[config.mk]
export PLATFORM = sky130hd
export DESIGN_NAME = busPort
export DESIGN_NICKNAME = d
export VERILOG_FILES = /design/src/dcachePkg.sv /design/src/busPort.sv
export VERILOG_INCLUDE_DIRS = /design/src
export SDC_FILE = /design/constraint.sdc
export NUM_CORES = 1
export LEC_CHECK = 0
export ABC_CLOCK_PERIOD_IN_PS = 1990
export BUFFER_PORTS_ARGS = -buffer_cell sky130_fd_sc_hd__buf_2
export CORE_ASPECT_RATIO = 0.75
export CORE_MARGIN = 3
export CORE_UTILIZATION = 43
export CTS_CLUSTER_DIAMETER = 60
export DETAILED_ROUTE_END_ITERATION = 8
export PLACE_DENSITY_LB_ADDON = 0.05
export SYNTH_ARGS = -nofsm -noshare
export SYNTH_HDL_FRONTEND = slang
export SYNTH_SLANG_ARGS = --single-unit
[constraint.sdc]
create_clock -name clk -period 1.99 [get_ports clk]
set_input_delay 0.398 -clock clk [delete_from_list [all_inputs] [get_ports clk]]
set_output_delay 0.398 -clock clk [all_outputs]
set_load 0.05 [all_outputs]
[src/dcache_consts.svh]
`ifndef DCACHE_CONSTS_SVH
`define DCACHE_CONSTS_SVH

// Cache geometry
`define DC_SETS 16
`define DC_WORDS 4

// Address field widths for a 32-bit byte address
`define DC_INDEX_BITS 4
`define DC_OFFSET_BITS 2
`define DC_TAG_BITS 24

// Tag + index + word offset + 2 byte-select bits must add up to 32
// 24 + 4 + 2 + 2

`endif

[src/dcachePkg.sv]
`default_nettype none

`include "dcache_consts.svh"

package dcachePkg;

  // One address word, seen flat or split into its cache fields
  typedef union packed {
    logic [31:0] raw;
    struct packed {
      logic [`DC_TAG_BITS-1:0]    tag;
      logic [`DC_INDEX_BITS-1:0]  index;
      logic [`DC_OFFSET_BITS-1:0] word;
      logic [1:0]                 byteSel;
    } f;
  } cacheAddrT;

  // Controller sequencing
  typedef enum logic [2:0] {
    lookup,
    writeBack,
    refill,
    flushScan,
    flushWrite
  } ctrlStateT;

endpackage

`default_nettype wire

[src/busPort.sv]
`timescale 1ns/1ps
`default_nettype none

`include "dcache_consts.svh"

module busPort (
  input  logic                       clk,
  input  logic                       reset,
  input  logic                       burstStart,
  input  logic                       burstWrite,
  input  logic [`DC_TAG_BITS-1:0]    lineTag,
  input  logic [`DC_INDEX_BITS-1:0]  lineIndex,
  input  logic                       memReady,
  output logic                       memValid,
  output logic                       memWrite,
  output logic [31:0]                memAddr,
  output logic                       beatDone,
  output logic                       burstDone,
  output logic [`DC_OFFSET_BITS-1:0] beatWord
);
  import dcachePkg::*;

  logic [`DC_OFFSET_BITS-1:0] beatCnt;
  logic [`DC_TAG_BITS-1:0]    tagQ;
  logic [`DC_INDEX_BITS-1:0]  indexQ;
  cacheAddrT                  beatAddr;

  // Word-aligned beat address
  always_comb begin
    beatAddr.f.tag     = tagQ;
    beatAddr.f.index   = indexQ;
    beatAddr.f.word    = beatCnt;
    beatAddr.f.byteSel = 2'b00;
  end

  assign memAddr   = beatAddr.raw;
  assign beatWord  = beatCnt;
  assign beatDone  = memValid && memReady;
  assign burstDone = beatDone && (beatCnt == `DC_OFFSET_BITS'(`DC_WORDS - 1));

  always_ff @(posedge clk, posedge reset) begin
    if (reset) begin
      memValid <= 1'b0;
      memWrite <= 1'b0;
      beatCnt  <= '0;
    end else if (burstStart) begin
      memValid <= 1'b1;
      memWrite <= burstWrite;
      beatCnt  <= '0;
    end else if (beatDone) begin
      // Held through stalls, dropped after the last beat
      memValid <= !burstDone;
      beatCnt  <= beatCnt + 1'b1;
    end
  end

  // Line address latched for the whole burst
  always_ff @(posedge clk) begin
    if (burstStart) begin
      tagQ   <= lineTag;
      indexQ <= lineIndex;
    end
  end
endmodule

`default_nettype wire

==> impl_metrics.csv, run 1 <==
group,metric,value,unit
synthesis,synth_largest_area_cell,"sky130_fd_sc_hd__edfxtp_1",
die,vertical_die_dimension,49.30,um
route,drt_pass1_iterations,4,
finish,share_of_cells_above_drive_strength_1,63.20,%
power,powerDensity,971.5,mW/mm^2
outcome,outcome,"complete, no violations",
die,die_width,63.73,um
timing,drv_slew,0,
synthesis,synth-compound-area-share,2.095,%
finish,layout.nets,158,
clock_network,clk_path_buf_depth,2,
timing,max_clock_freq,569.1,MHz
route,viasPerCell,4.377,
job,maxCapViolCount,0,
power,total_leakage_power,0.6906,nW
clock_network,clock_tree_from_tritoncts,"done",
clock_network,post_cts_resized,0,
worst_setup_path,critical_path.endpoint_type,"output pin",
synthesis,ys_seq_elements,32,
synthesis,synth_async_sr_flop_share,12.50,%
synthesis,synth_top_family_by_area,"simple AND/OR/NAND/NOR gates",
grt,grt_first_pass_wirelength,3.146,mm
timing,report.final.setup_viol,0,
route,final_routed_wire_length_divided_by_cell_count,12.94,um
placed_design,gpl.final_weighted_congestion,0.7464,
timing,setup_tns,0,ns
synthesis,ys_warn_count,0,
worst_setup_path,critPathSlowestCell,"sky130_fd_sc_hd__dfrtp_1",
synthesis,mappedNetlistArea,0.001075,sq mm
synthesis,muxShareOfSynthArea,2.445,%
clock_network,clk_pin_slew,0.09,ns
route,detail_route.iter0.violations,21,
grt,grt-ovfl-total,0,
synthesis,synth.area.top_cells,"sky130_fd_sc_hd__edfxtp_1 78%, sky130_fd_sc_hd__dfrtp_1 9.3%, sky130_fd_sc_hd__buf_4 2.8%",
clock_network,cts-buffers-inserted,5,
finish,flow.area_growth_from_synthesis,39.58,%
timing,grt_setup_unrepaired,"false",
synthesis,synth_sequential_area_ratio,87.54,%
placed_design,numPortBuffers,68,
grt,first_global_vias,664,
die,die-area,0.003142,sq mm
worst_setup_path,cp.buffers_inverters,1,
worst_setup_path,critPathLaunchType,"register",
worst_setup_path,cp_top_family,"flip-flops",
synthesis,ys_dominant_reg_cell,"sky130_fd_sc_hd__edfxtp_1",
synthesis,synth_most_common_cell,"sky130_fd_sc_hd__edfxtp_1",
synthesis,synthesis.instances,50,
clock_network,clock-root-buffer,"sky130_fd_sc_hd__clkbuf_4",
worst_setup_path,crit_path_max_fanout,5,
synthesis,synth-edff-count,28,
worst_setup_path,crit_required,1.59,ns
synthesis,synth-xor-area-share,0,%
die,core.rowCount,15,
timing,period_needed,1.757,ns
worst_setup_path,cp_cell_sequence,"ha_1 -> and3_2 -> buf_2",
timing,hold_violations,0,
synthesis,synth_cell_types,17,
worst_setup_path,critical_path.max_stage_delay,0.43,ns
timing,skew,0.0002110,ns
synthesis,synth_fa_ha_area_share,1.164,%
grt,globalRouteTotalUtil,14.09,%
die,starting_density,45.81,%
clock_network,worst_skew_pair.late_latency,0.32,ns
die,floorplan.core_area,0.002346,sq mm
synthesis,synthTopCellsByCount,"28 x sky130_fd_sc_hd__edfxtp_1, 4 x sky130_fd_sc_hd__buf_4, 4 x sky130_fd_sc_hd__dfrtp_1",
die,num_io_pins,71,
placed_design,post-place-cells,150,
route,route.antenna.remaining_nets,0,
synthesis,synthDominantCellAreaShare,78.23,%
grt,antenna_found_initial,0,
synthesis,synth-simple-area-share,3.260,%
worst_setup_path,worstSetupPathType,"reg -> out",
clock_network,cts_sinks,32,
route,drc,0,
timing,min_period_over_period,88.30,%
finish,count_of_fill_cells_added_during_filler_insertion,182,
grt,grt_max_degree,22,
clock_network,h-tree-depth,2,
worst_setup_path,cp_data_arrival_time,1.36,ns
finish,final-instance-count-excl-fill,159,
worst_hold_path,hp-class,"in -> reg",
synthesis,post_synthesis_area_per_instance,21.50,sq um
route,drt_wl_total,2.058,mm
route,detailroute.via_count,696,
finish,antenna-diode-count,0,
power,ir_worst_vdd,0.5632,mV
[where the power goes]
part / switching [mW] / internal (mW)
clock: 0.198 / 0.129
combinational: 0.257 / 0.0718
sequential: 0.0152 / 0.787
total: 0.470 / 0.988
[kinds of logic (layout without fill, tap and decap cells)]
logic type / count (synthesis) / in the layout
DFF: 32 / 32
and+or+nand+nor: 6 / 6
buffers and inverters: 5 / 79
AOI/OAI and AO/OA: 3 / 3
muxes: 2 / 2
adders and majority gates: 1 / 1
other: 1 / 2
[registers in the layout, summed over array words and instances, names as in the netlist]
register,cells
memWrite,1
beatWord,2
indexQ,4
memValid,1
tagQ,24
[cell usage in the layout, fill, tap and decap left out, drive strengths merged]
master	synthesis	layout
a21oi	1	1
inv	1	1
nand2	1	1
buf	4	69
conb	1	2
a21o	1	1
dlygate4sd3	0	1
ha	1	1
nor2	1	1
edfxtp	28	28
and3	1	1
and2	1	1
dfrtp	4	4
nand3	1	1
nor2b	1	1
clkbuf	0	5
a21bo	1	1
mux2	2	2
clkinv	0	3
[cell type report]
cell class              instances  area, sq um  area share [%]
flip-flops and latches         32        940.9           62.72
repair buffers                 70        357.8           23.85
multi-input cells              14        103.9           6.922
well taps                      34        42.54           2.836
clock buffers                   5        37.54           2.502
clock inverters                 3        13.76          0.9174
inverters                       1        3.754          0.2502
[what timing repair did]
item	CTS	global route
buffers inserted	0	0
endpoints found under the hold margin	4	0
hold buffers	1	0
[final timing paths]
check	from	to	slack [ns]	cells past startpoint
max in group asynchronous	reset	memWrite	1.33	3
max	beatWord[0]	burstDone	0.23	3
max reg2reg	memValid	beatWord[0]	0.99	2
min	lineTag[20]	tagQ[20]	0.25	1
min reg2reg	memWrite	memWrite	0.51	1
min in group asynchronous	reset	beatWord[1]	0.50	3
[per-stage QoR]
| stage | setup WS (ns) | hold WS [ns] | util [%] | area, sq um | power (mW) |
|---|---|---|---|---|---|
| finish | 0.2329 | 0.2454 | 63.95 | 1500 | 1.457 |
| CTS | 0.1974 | 0.2269 | 63.95 | 1500 | 1.476 |
| global placement | 0.6050 | 0.2937 | 61.33 | 1439 | 1.145 |
| detailed placement | 0.5782 | 0.2969 | 61.33 | 1439 | 1.148 |
| floorplan | 0.3637 | 0.1641 | - | 1079 | 1.056 |
| global route | 0.1417 | 0.2148 | 63.95 | 1500 | 1.527 |
[worst reg2reg max path, delay by kind of cell (launching register included)]
kind / cells / cell delay [ns]
mux: 1 / 0.29
simple gates: 1 / 0.17
flops: 1 / 0.43
[per-layer routing]
metal / share of wire (%) / vias up / global-route usage, %
li1: - / 329 / -
met1: 38 / 316 / 14.79
met2: 50 / 43 / 23.57
met3: 9.4 / 8 / 5.760
met4: 2.5 / 0 / 8.602
met5: 0 / - / 0
Note: power is estimated with default switching activity, not from simulation.
==> run 2: changes to the inputs <==
--- a/config.mk
+++ b/config.mk
@@ -14,6 +14,7 @@
 export CTS_CLUSTER_DIAMETER = 60
 export DETAILED_ROUTE_END_ITERATION = 8
 export PLACE_DENSITY_LB_ADDON = 0.05
+export SETUP_SLACK_MARGIN = 0.3
 export SYNTH_ARGS = -nofsm -noshare
 export SYNTH_HDL_FRONTEND = slang
 export SYNTH_SLANG_ARGS = --single-unit
==> impl_metrics.csv, run 2 (same netlist as run 1, synthesis figures left out) <==
group,metric,value,unit
power,total_switching_power,0.4726,mW
die,core.rowCount,15,
timing,min_period_over_period,81.72,%
placed_design,post-place-cells,150,
timing,hold_violations,0,
timing,setup_tns,0,ns
clock_network,cts-buffers-inserted,5,
finish,most-common-layout-cells,"67 x sky130_fd_sc_hd__buf_2, 28 x sky130_fd_sc_hd__edfxtp_1, 5 x sky130_fd_sc_hd__clkbuf_4, 4 x sky130_fd_sc_hd__dfrtp_1, 3 x sky130_fd_sc_hd__buf_4",
finish,flow.area_growth_from_synthesis,42.49,%
worst_setup_path,worstSetupPathType,"reg -> out",
job,maxCapViolCount,0,
route,drc,0,
worst_setup_path,crit_path_max_fanout,2,
timing,period_needed,1.626,ns
worst_setup_path,minimum_setup_slack_among_reg_to_reg_paths,0.91,ns
worst_setup_path,critPathLaunchType,"register",
timing,grt_setup_unrepaired,"false",
placed_design,post-place-ws,0.5782,ns
worst_setup_path,critical_path.reg2reg.startpoint,"beatWord[0]",
finish,postLayoutCellArea,0.001531,sq mm
route,final_routed_wire_length_divided_by_cell_count,12.99,um
worst_hold_path,min_from,"lineTag[20]",
route,viasPerCell,4.429,
route,drt_wl_total,2.091,mm
clock_network,clk_pin_slew,0.09,ns
grt,globalRouteTotalUtil,14.14,%
grt,antenna_found_initial,0,
power,combPwrFrac,23.1,%
placed_design,placed_area,0.001439,sq mm
power,ir_worst_vdd,0.5627,mV
grt,grt-ovfl-total,0,
clock_network,clock_tree_from_tritoncts,"done",
timing,report.final.setup_viol,0,
route,detail_route.iter0.violations,22,
placed_design,numPortBuffers,68,
worst_setup_path,crit_path_start,"beatWord[0]",
power,power_total,1.466,mW
timing,skew,0.0003965,ns
die,starting_density,45.81,%
finish,antenna-diode-count,0,
power,netSwitchingFraction,32.24,%
placed_design,gpl.final_weighted_congestion,0.7464,
timing,max_clock_freq,614.9,MHz
worst_setup_path,crit_required,1.59,ns
finish,share_of_cells_above_drive_strength_1,64.57,%
route,drt_pass1_iterations,3,
grt,first_global_vias,674,
power,internal_power,0.9934,mW
finish,final-instance-count-excl-fill,161,
power,power_frac_seq,54.6,%
route,detailroute.via_count,713,
worst_setup_path,critical_path.endpoint_type,"output pin",
finish,postLayoutCoreUtil,65.28,%
route,route.antenna.remaining_nets,0,
clock_network,worst_skew_pair.late_latency,0.32,ns
die,floorplan.core_area,0.002346,sq mm
timing,holdWs,0.2447,ns
die,die_width,63.73,um
finish,layout.nets,160,
finish,final_common_cell,"sky130_fd_sc_hd__buf_2",
finish,largest_register_ff_count,24,
clock_network,clock-root-buffer,"sky130_fd_sc_hd__clkbuf_4",
worst_setup_path,cp_data_arrival_time,1.23,ns
clock_network,cts_sinks,32,
grt,grt_first_pass_wirelength,3.160,mm
clock_network,clk_path_buf_depth,2,
die,vertical_die_dimension,49.30,um
worst_hold_path,hp-class,"in -> reg",
finish,max_flop_register,"tagQ",
clock_network,h-tree-depth,2,
grt,grt_max_degree,22,
power,power_frac_clock,22.3,%
outcome,outcome,"complete, no violations",
die,num_io_pins,71,
power,total_leakage_power,0.6988,nW
timing,drv_slew,0,
timing,final.setup.worst_slack,0.3637,ns
power,powerDensity,957.3,mW/mm^2
die,die-area,0.003142,sq mm
==> run 2: changes by cell type in the layout (fill, tap and decap cells not counted), sizes merged <==
cell / previous run / this run
buf: 69 / 71
==> run 2: worst max-delay path, cell delays in order (launching register included) <==
cell                      delay [ns]
sky130_fd_sc_hd__dfrtp_1        0.40
sky130_fd_sc_hd__ha_2           0.19
sky130_fd_sc_hd__and3_4         0.17
sky130_fd_sc_hd__buf_8          0.14
==> run 2: worst paths after layout <==
path | endpoint | depth (start not counted)
max | burstDone | 3
min | tagQ[20] | 1
max reg2reg | beatWord[0] | 3
min reg2reg | memWrite | 1
max in group asynchronous | memWrite | 3
min in group asynchronous | beatWord[1] | 3
==> run 2: power by group through the flow <==
stage / Clock [mW] / Sequential, mW / Combinational, mW
global placement: 0 / 0.816 / 0.328
global route: 0.377 / 0.806 / 0.351
detailed placement: 0 / 0.818 / 0.330
CTS: 0.341 / 0.801 / 0.339
floorplan: 0 / 1.00 / 0.0508
finish: 0.328 / 0.801 / 0.338
==> run 2: repair_timing <==
item,4_1_cts,5_1_grt
cloned,0,0
gates resized for setup,4,1
pin swaps,1,1
hold buffers,1,0
buffers inserted,2,0
hold endpoints to repair,4,0
setup endpoints to repair,1,1
==> run 2: area by class of cell <==
cell class	instances	area [sq um]
timing repair buffer	72	382.9
fill	177	814.5
clock inverter	3	13.76
tap	34	42.54
sequential	32	940.9
multi-input combinational	14	110.1
clock buffer	5	37.54
inverter	1	3.754
==> run 2: metal layers <==
layer  up-vias  track usage (%)  routed length [um]
met5         -                0                   0
met4         0            8.602                  51
met3         8            5.760                 194
met2        43            23.74                1043
met1       329            14.79                 801
li1        333                -                   -
