<file path="src/dcache_consts.svh">
`ifndef DCACHE_CONSTS_SVH
`define DCACHE_CONSTS_SVH

// Cache geometry
`define DC_SETS 16
`define DC_WORDS 4

// Address field widths for a 32-bit byte address
`define DC_INDEX_BITS 4
`define DC_OFFSET_BITS 2
`define DC_TAG_BITS 24

// Tag + index + word offset + 2 byte-select bits must add up to 32
// 24 + 4 + 2 + 2

`endif

</file>
<file path="src/dcachePkg.sv">
`default_nettype none

`include "dcache_consts.svh"

package dcachePkg;

  // One address word, seen flat or split into its cache fields
  typedef union packed {
    logic [31:0] raw;
    struct packed {
      logic [`DC_TAG_BITS-1:0]    tag;
      logic [`DC_INDEX_BITS-1:0]  index;
      logic [`DC_OFFSET_BITS-1:0] word;
      logic [1:0]                 byteSel;
    } f;
  } cacheAddrT;

  // Controller sequencing
  typedef enum logic [2:0] {
    lookup,
    writeBack,
    refill,
    flushScan,
    flushWrite
  } ctrlStateT;

endpackage

`default_nettype wire

</file>
<file path="src/tagIf.sv">
`timescale 1ns/1ps
`default_nettype none

`include "dcache_consts.svh"

interface tagIf;
  // Controller side
  logic [`DC_INDEX_BITS-1:0] index;
  logic [`DC_TAG_BITS-1:0]   lookupTag;
  logic [`DC_TAG_BITS-1:0]   writeTag;
  logic                      fillWay;
  logic                      fillEn;
  logic                      setDirtyEn;
  logic                      clearDirtyEn;
  logic                      touchEn;
  logic                      touchWay;

  // Tag store side
  logic                      hit;
  logic                      hitWay;
  logic                      victimWay;
  logic                      victimValid;
  logic                      victimDirty;
  logic [`DC_TAG_BITS-1:0]   victimTag;

  modport ctrl (
    output index, lookupTag, writeTag, fillWay, fillEn, setDirtyEn, clearDirtyEn,
    output touchEn, touchWay,
    input  hit, hitWay, victimWay, victimValid, victimDirty, victimTag
  );

  modport store (
    input  index, lookupTag, writeTag, fillWay, fillEn, setDirtyEn, clearDirtyEn,
    input  touchEn, touchWay,
    output hit, hitWay, victimWay, victimValid, victimDirty, victimTag
  );
endinterface

`default_nettype wire

</file>
<file path="src/cacheController.sv">
`timescale 1ns/1ps
`default_nettype none

`include "dcache_consts.svh"

module cacheController (
  input  logic                       clk,
  input  logic                       reset,
  input  logic                       reqValid,
  input  logic                       reqWrite,
  input  dcachePkg::cacheAddrT       reqAddr,
  input  logic [3:0]                 reqMask,
  input  logic                       flushValid,
  output logic                       reqReady,
  output logic                       rspValid,
  output logic [31:0]                rspData,
  output logic                       flushReady,
  tagIf.ctrl                         tags,
  output logic                       burstStart,
  output logic                       burstWrite,
  output logic [`DC_TAG_BITS-1:0]    lineTag,
  output logic [`DC_INDEX_BITS-1:0]  lineIndex,
  input  logic                       beatDone,
  input  logic [`DC_OFFSET_BITS-1:0] beatWord,
  input  logic                       burstDone,
  output logic [`DC_INDEX_BITS-1:0]  dataIndex,
  output logic                       dataWay,
  output logic [`DC_OFFSET_BITS-1:0] dataWord,
  output logic                       wrEn,
  output logic                       fillSel,
  output logic [3:0]                 wrMask,
  input  logic [31:0]                rdData
);
  import dcachePkg::*;

  ctrlStateT state, nextState;

  // Flush walk, set in the upper bits and way in bit 0
  logic [`DC_INDEX_BITS:0]   scanCnt;
  logic                      scanInc;
  logic                      missWay;
  logic                      refillKick;
  logic [`DC_INDEX_BITS-1:0] curIndex;
  logic                      curWay;

  // Set/way under work in each state
  always_comb begin
    curIndex = reqAddr.f.index;
    curWay   = missWay;
    dataWord = beatWord;
    case (state)
      lookup: begin
        curWay   = tags.victimWay;
        dataWord = reqAddr.f.word;
      end
      flushScan, flushWrite: begin
        curIndex = scanCnt[`DC_INDEX_BITS:1];
        curWay   = scanCnt[0];
      end
      default: ;
    endcase
  end

  assign tags.index     = curIndex;
  assign tags.fillWay   = curWay;
  assign tags.lookupTag = reqAddr.f.tag;
  assign tags.writeTag  = reqAddr.f.tag;
  assign tags.touchWay  = tags.hitWay;
  assign lineIndex      = curIndex;
  assign dataIndex      = curIndex;
  assign dataWay        = (state == lookup) ? tags.hitWay : curWay;
  assign wrMask         = reqMask;

  always_comb begin
    nextState         = state;
    reqReady          = 1'b0;
    flushReady        = 1'b0;
    burstStart        = 1'b0;
    burstWrite        = 1'b0;
    lineTag           = reqAddr.f.tag;
    wrEn              = 1'b0;
    fillSel           = 1'b0;
    scanInc           = 1'b0;
    tags.fillEn       = 1'b0;
    tags.setDirtyEn   = 1'b0;
    tags.clearDirtyEn = 1'b0;
    tags.touchEn      = 1'b0;
    case (state)
      lookup: begin
        if (flushValid) begin
          nextState = flushScan;
        end else if (reqValid && tags.hit) begin
          reqReady        = 1'b1;
          wrEn            = reqWrite;
          tags.setDirtyEn = reqWrite;
          tags.touchEn    = 1'b1;
        end else if (reqValid) begin
          burstStart = 1'b1;
          if (tags.victimValid && tags.victimDirty) begin
            burstWrite = 1'b1;
            lineTag    = tags.victimTag;
            nextState  = writeBack;
          end else begin
            nextState = refill;
          end
        end
      end
      writeBack: begin
        if (burstDone) begin
          nextState = refill;
        end
      end
      refill: begin
        // Refill burst starts one cycle after a writeback ends
        burstStart = refillKick;
        wrEn       = beatDone;
        fillSel    = 1'b1;
        if (burstDone) begin
          tags.fillEn = 1'b1;
          nextState   = lookup;
        end
      end
      flushScan: begin
        if (tags.victimValid && tags.victimDirty) begin
          burstStart = 1'b1;
          burstWrite = 1'b1;
          lineTag    = tags.victimTag;
          nextState  = flushWrite;
        end else if (&scanCnt) begin
          flushReady = 1'b1;
          nextState  = lookup;
        end else begin
          scanInc = 1'b1;
        end
      end
      flushWrite: begin
        // Same way is rescanned, clean this time
        if (burstDone) begin
          tags.clearDirtyEn = 1'b1;
          nextState         = flushScan;
        end
      end
      default: nextState = lookup;
    endcase
  end

  always_ff @(posedge clk, posedge reset) begin
    if (reset) begin
      state      <= lookup;
      scanCnt    <= '0;
      refillKick <= 1'b0;
      rspValid   <= 1'b0;
    end else begin
      state      <= nextState;
      refillKick <= (state == writeBack) && burstDone;
      rspValid   <= reqReady && !reqWrite;
      if (state == lookup) begin
        scanCnt <= '0;
      end else if (scanInc) begin
        scanCnt <= scanCnt + 1'b1;
      end
    end
  end

  // Victim way and read response
  always_ff @(posedge clk) begin
    if (state == lookup && reqValid && !tags.hit && !flushValid) begin
      missWay <= tags.victimWay;
    end
    if (reqReady && !reqWrite) begin
      rspData <= rdData;
    end
  end
endmodule

`default_nettype wire

</file>
<file path="src/flat_wrapper.sv">
// flat-port wrapper written by rule: the top's interface ports become plain ports
module cacheController_flat import dcachePkg::*;
  (clk, reset, reqValid, reqWrite, reqAddr, reqMask, flushValid, reqReady, rspValid, rspData, flushReady, burstStart, burstWrite, lineTag, lineIndex, beatDone, beatWord, burstDone, dataIndex, dataWay, dataWord, wrEn, fillSel, wrMask, rdData, tags_index, tags_lookupTag, tags_writeTag, tags_fillWay, tags_fillEn, tags_setDirtyEn, tags_clearDirtyEn, tags_touchEn, tags_touchWay, tags_hit, tags_hitWay, tags_victimWay, tags_victimValid, tags_victimDirty, tags_victimTag);
  tagIf tags_i ();
  input  logic clk;
  input  logic reset;
  input  logic reqValid;
  input  logic reqWrite;
  input  dcachePkg::cacheAddrT reqAddr;
  input  logic [3:0] reqMask;
  input  logic flushValid;
  output logic reqReady;
  output logic rspValid;
  output logic [31:0] rspData;
  output logic flushReady;
  output logic burstStart;
  output logic burstWrite;
  output logic [`DC_TAG_BITS-1:0] lineTag;
  output logic [`DC_INDEX_BITS-1:0] lineIndex;
  input  logic beatDone;
  input  logic [`DC_OFFSET_BITS-1:0] beatWord;
  input  logic burstDone;
  output logic [`DC_INDEX_BITS-1:0] dataIndex;
  output logic dataWay;
  output logic [`DC_OFFSET_BITS-1:0] dataWord;
  output logic wrEn;
  output logic fillSel;
  output logic [3:0] wrMask;
  input  logic [31:0] rdData;
  output wire logic [$bits(tags_i.index)-1:0] tags_index;
  output wire logic [$bits(tags_i.lookupTag)-1:0] tags_lookupTag;
  output wire logic [$bits(tags_i.writeTag)-1:0] tags_writeTag;
  output wire logic [$bits(tags_i.fillWay)-1:0] tags_fillWay;
  output wire logic [$bits(tags_i.fillEn)-1:0] tags_fillEn;
  output wire logic [$bits(tags_i.setDirtyEn)-1:0] tags_setDirtyEn;
  output wire logic [$bits(tags_i.clearDirtyEn)-1:0] tags_clearDirtyEn;
  output wire logic [$bits(tags_i.touchEn)-1:0] tags_touchEn;
  output wire logic [$bits(tags_i.touchWay)-1:0] tags_touchWay;
  input wire logic [$bits(tags_i.hit)-1:0] tags_hit;
  input wire logic [$bits(tags_i.hitWay)-1:0] tags_hitWay;
  input wire logic [$bits(tags_i.victimWay)-1:0] tags_victimWay;
  input wire logic [$bits(tags_i.victimValid)-1:0] tags_victimValid;
  input wire logic [$bits(tags_i.victimDirty)-1:0] tags_victimDirty;
  input wire logic [$bits(tags_i.victimTag)-1:0] tags_victimTag;
  assign tags_index = tags_i.index;
  assign tags_lookupTag = tags_i.lookupTag;
  assign tags_writeTag = tags_i.writeTag;
  assign tags_fillWay = tags_i.fillWay;
  assign tags_fillEn = tags_i.fillEn;
  assign tags_setDirtyEn = tags_i.setDirtyEn;
  assign tags_clearDirtyEn = tags_i.clearDirtyEn;
  assign tags_touchEn = tags_i.touchEn;
  assign tags_touchWay = tags_i.touchWay;
  assign tags_i.hit = tags_hit;
  assign tags_i.hitWay = tags_hitWay;
  assign tags_i.victimWay = tags_victimWay;
  assign tags_i.victimValid = tags_victimValid;
  assign tags_i.victimDirty = tags_victimDirty;
  assign tags_i.victimTag = tags_victimTag;
  cacheController u_core (.clk(clk), .reset(reset), .reqValid(reqValid), .reqWrite(reqWrite), .reqAddr(reqAddr), .reqMask(reqMask), .flushValid(flushValid), .reqReady(reqReady), .rspValid(rspValid), .rspData(rspData), .flushReady(flushReady), .tags(tags_i), .burstStart(burstStart), .burstWrite(burstWrite), .lineTag(lineTag), .lineIndex(lineIndex), .beatDone(beatDone), .beatWord(beatWord), .burstDone(burstDone), .dataIndex(dataIndex), .dataWay(dataWay), .dataWord(dataWord), .wrEn(wrEn), .fillSel(fillSel), .wrMask(wrMask), .rdData(rdData));
endmodule
</file>
<file path="config.mk">
export PLATFORM = sky130hd
export DESIGN_NAME = cacheController_flat
export DESIGN_NICKNAME = d
export VERILOG_FILES = /design/src/dcachePkg.sv /design/src/tagIf.sv /design/src/cacheController.sv /design/src/flat_wrapper.sv
export VERILOG_INCLUDE_DIRS = /design/src
export SDC_FILE = /design/constraint.sdc
export NUM_CORES = 1
export LEC_CHECK = 0
export BUFFER_PORTS_ARGS = -buffer_cell sky130_fd_sc_hd__buf_2
export CORE_MARGIN = 8
export CORE_UTILIZATION = 35
export CTS_BUF_LIST = sky130_fd_sc_hd__clkbuf_8
export DETAILED_ROUTE_END_ITERATION = 8
export HOLD_SLACK_MARGIN = 0.15
export PLACE_DENSITY_LB_ADDON = 0.08
export SLEW_MARGIN = 25
export SYNTH_ARGS = -nofsm -noshare
export SYNTH_HDL_FRONTEND = slang
export SYNTH_SLANG_ARGS = --single-unit
export TNS_END_PERCENT = 20
</file>
<file path="constraint.sdc">
create_clock -name clk -period 3.5 [get_ports clk]
set_clock_uncertainty 0.2 [all_clocks]
set_input_delay 0.35 -clock clk [delete_from_list [all_inputs] [get_ports clk]]
set_output_delay 0.35 -clock clk [all_outputs]
set_load 0.005 [all_outputs]
</file>
==> results.json <==
{
  "crit_path_max_fanout": 25,
  "critPathTopFamily": "flip-flops",
  "antenna_found_initial": 1,
  "power_switching_mw": 0.5238,
  "worstSkewPairLatency_ns": 0.29,
  "clock_power_share_pct": 19.2,
  "synth-seq-cells": 43,
  "vias": 2296,
  "postCtsSetupBuffers": 0,
  "setup_viol": 0,
  "p_leak_nw": 1.949,
  "grt_pass1_wl_um": 11790,
  "fmax_mhz": 339.1,
  "finalNonFillerCells": 523,
  "ff_latch_area_sq_um": 1241,
  "syn_area_sq_um": 2669,
  "critPathRequiredTime_ns": 2.95,
  "power.density_nw_per_um2": 406.8,
  "dr.pass1.iters": 4,
  "p_int_mw": 1.052,
  "async_flop_share_pct": 23.26,
  "comb_power_share_pct": 39.4,
  "critPathArrivalTime_ns": 2.40,
  "seq_power_share_pct": 41.5,
  "wl_um": 8560,
  "vias_per_cell": 4.390,
  "yosysUniqueCellTypes": 40,
  "drive_gt1_share_pct": 66.19,
  "critPathKind": "flop to output port",
  "cts.sinks": 43,
  "globalRouteOverflowTotal": 0,
  "holdCritPathClass": "input pin to flop",
  "numCtsBuffers": 5,
  "synthesis.nets": 322,
  "grt_max_degree": 34,
  "synth_edf_count": 33,
  "rsz0062_at_grt": "false",
  "vdd_ir_drop_max_uv": 295.0,
  "syn_inst": 214,
  "drv_slew": 0,
  "sw_frac_of_total_pct": 33.23,
  "die_area_sq_um": 10680,
  "nets": 528,
  "initial_core_util_pct": 35.27,
  "num_rows": 32,
  "slew_headroom_pct": 57.42,
  "post-route-period-util_pct": 84.26,
  "fin_tns_setup_ns": 0,
  "cts_resized": 0,
  "cap_viol_max_count": 0,
  "synth.avg_cell_area_sq_um": 12.47,
  "cts-root-buf": "clkbuf_8",
  "hold_violations": 0,
  "period_minus_slack_ns": 2.949,
  "die_h_um": 103.3,
  "max_stage_delay_ns": 0.69,
  "fill_cells": 742,
  "startpoint_type": "flop",
  "grt_usage_pct": 14.42,
  "clockBufferDepth": 2,
  "slowest_stage": "dfrtp_1",
  "critPathCaptureType": "output port",
  "dp_hpwl_um": 6928,
  "synth-main-ff-cell": "edfxtp_1",
  "drc": 0,
  "antenna_left": 0,
  "core_region_area_sq_um": 7567,
  "port-buffer-count": 231,
  "place_congestion": 0.7555,
  "status": "completed",
  "utilization_pct": 51.19,
  "placedCellCount": 480,
  "grt_pass1_vias": 2265,
  "drt_iter0_markers": 99,
  "io_pins": 242,
  "multi_input_area_sq_um": 883.3,
  "wl_per_cell_um": 16.37,
  "clk_pin_slew_ns": 0.07,
  "ys_seq_area_share_pct": 46.51,
  "htreeDepth": 2,
  "die_x_um": 103.3,
  "yosysWarnings": 0,
  "path_cells": "nand2_2 > a211oi_4 > buf_4 > mux2_2 > buf_2",
  "worst_pin_slew_ns": 0.6338,
  "critPathBufInv": 2,
  "cts_tree": "done",
  "syn_to_final_growth_pct": 45.15
}
-- cells by family (layout without fill, tap and decap cells) --
group,count (synthesis),count (layout),share of synthesized area [%]
muxes,34,34,16.78
other,0,1,0
adders and majority gates,2,2,0.9375
buffers and inverters,72,278,20.49
and+or+nand+nor,47,47,10.31
AOI/OAI and AO/OA,14,14,4.314
DFF,43,43,46.51
xor gates and xnor gates,2,2,0.6565
-- per-stage QoR --
stage / instance area [sq um] / setup slack [ns] / power [mW] / hold WS (ns)
floorplan: 2669 / 0.2202 / 1.078 / -0.009822
global placement: 3438 / 0.8570 / 1.259 / 0.1599
detailed placement: 3438 / 0.8359 / 1.266 / 0.1608
CTS: 3871 / 0.5110 / 1.598 / 0.2311
global route: 3874 / 0.3953 / 1.680 / 0.2429
finish: 3874 / 0.5508 / 1.576 / 0.2445
-- cell usage after synthesis, drive strengths merged, types with 3 or more instances --
master	number	share of area [%]
nand2	13	2.0
nor2	9	1.4
and2	3	0.70
mux2i	5	1.9
o21ai	4	0.75
buf	68	20
edfxtp	33	37
and3	3	0.70
nor3	4	0.75
mux2	29	15
dfrtp	10	9.4
nor4	3	1.3
-- final timing paths --
path / cells after the start / start / endpoint / slack, ns
setup / recovery: 5 / u_core.state[1] / lineTag[2] / 0.55
hold / removal: 2 / flushValid / u_core.missWay / 0.24
setup reg to reg: 4 / u_core.state[0] / u_core.rspData[4] / 1.06
hold reg to reg: 1 / u_core.scanCnt[2] / u_core.scanCnt[2] / 0.33
max in group asynchronous: 3 / reset / u_core.state[1] / 2.41
min in group asynchronous: 3 / reset / u_core.rspValid / 0.40
-- registers in the layout, summed over array words and instances, names as in the netlist --
name and cells:
u_core.scanCnt 5, u_core.refillKick 1, u_core.missWay 1, u_core.rspData 32
u_core.state 3, u_core.rspValid 1
-- placed cells by master, fill, tap and decap left out, types with 2 or more instances in the layout --
master / n
a211o_1: 2
nor4b_1: 2
ha_1: 2
or3_1: 2
nor4_1: 2
o31ai_1: 2
mux2_4: 19
edfxtp_1: 33
buf_4: 3
and3_1: 3
nand2b_1: 2
mux2i_1: 5
dfrtp_1: 10
xnor2_1: 2
clkbuf_8: 5
mux2_2: 10
buf_2: 231
nand2_1: 11
and2_1: 3
dlygate4sd3_1: 35
nor2_1: 8
nand2_2: 2
o21ai_0: 4
inv_1: 2
nor3_1: 4
-- final cells by class --
| type | count | area share [%] |
|---|---|---|
| clock inverter | 2 | 0.3553 |
| inverter | 2 | 0.1938 |
| tap | 102 | 3.295 |
| multi-input combinational | 99 | 22.80 |
| antenna | 1 | 0.06460 |
| clock buffer | 5 | 1.776 |
| sequential | 43 | 32.04 |
| timing repair buffer | 269 | 39.47 |
-- layer usage --
metal | track usage (%) | vias up | share of wire [%]
li1 | - | 1107 | -
met1 | 13.06 | 1061 | 32
met2 | 28.49 | 124 | 55
met3 | 6.024 | 4 | 13
met4 | 3.671 | 0 | 0.39
met5 | 0 | - | 0
-- power by group through the flow --
stage / Clock (mW) / Combinational [mW] / Sequential, mW
floorplan: 0 / 0.461 / 0.618
global placement: 0 / 0.596 / 0.663
detailed placement: 0 / 0.602 / 0.664
CTS: 0.311 / 0.634 / 0.653
global route: 0.327 / 0.691 / 0.661
finish: 0.302 / 0.621 / 0.653
-- timing repair --
item | 4_1_cts | 5_1_grt
endpoints found under the setup margin | 0 | 0
endpoints found under the hold margin | 44 | 0
hold buffers | 35 | 0
No activity file was read; power rests on OpenSTA's default activity.
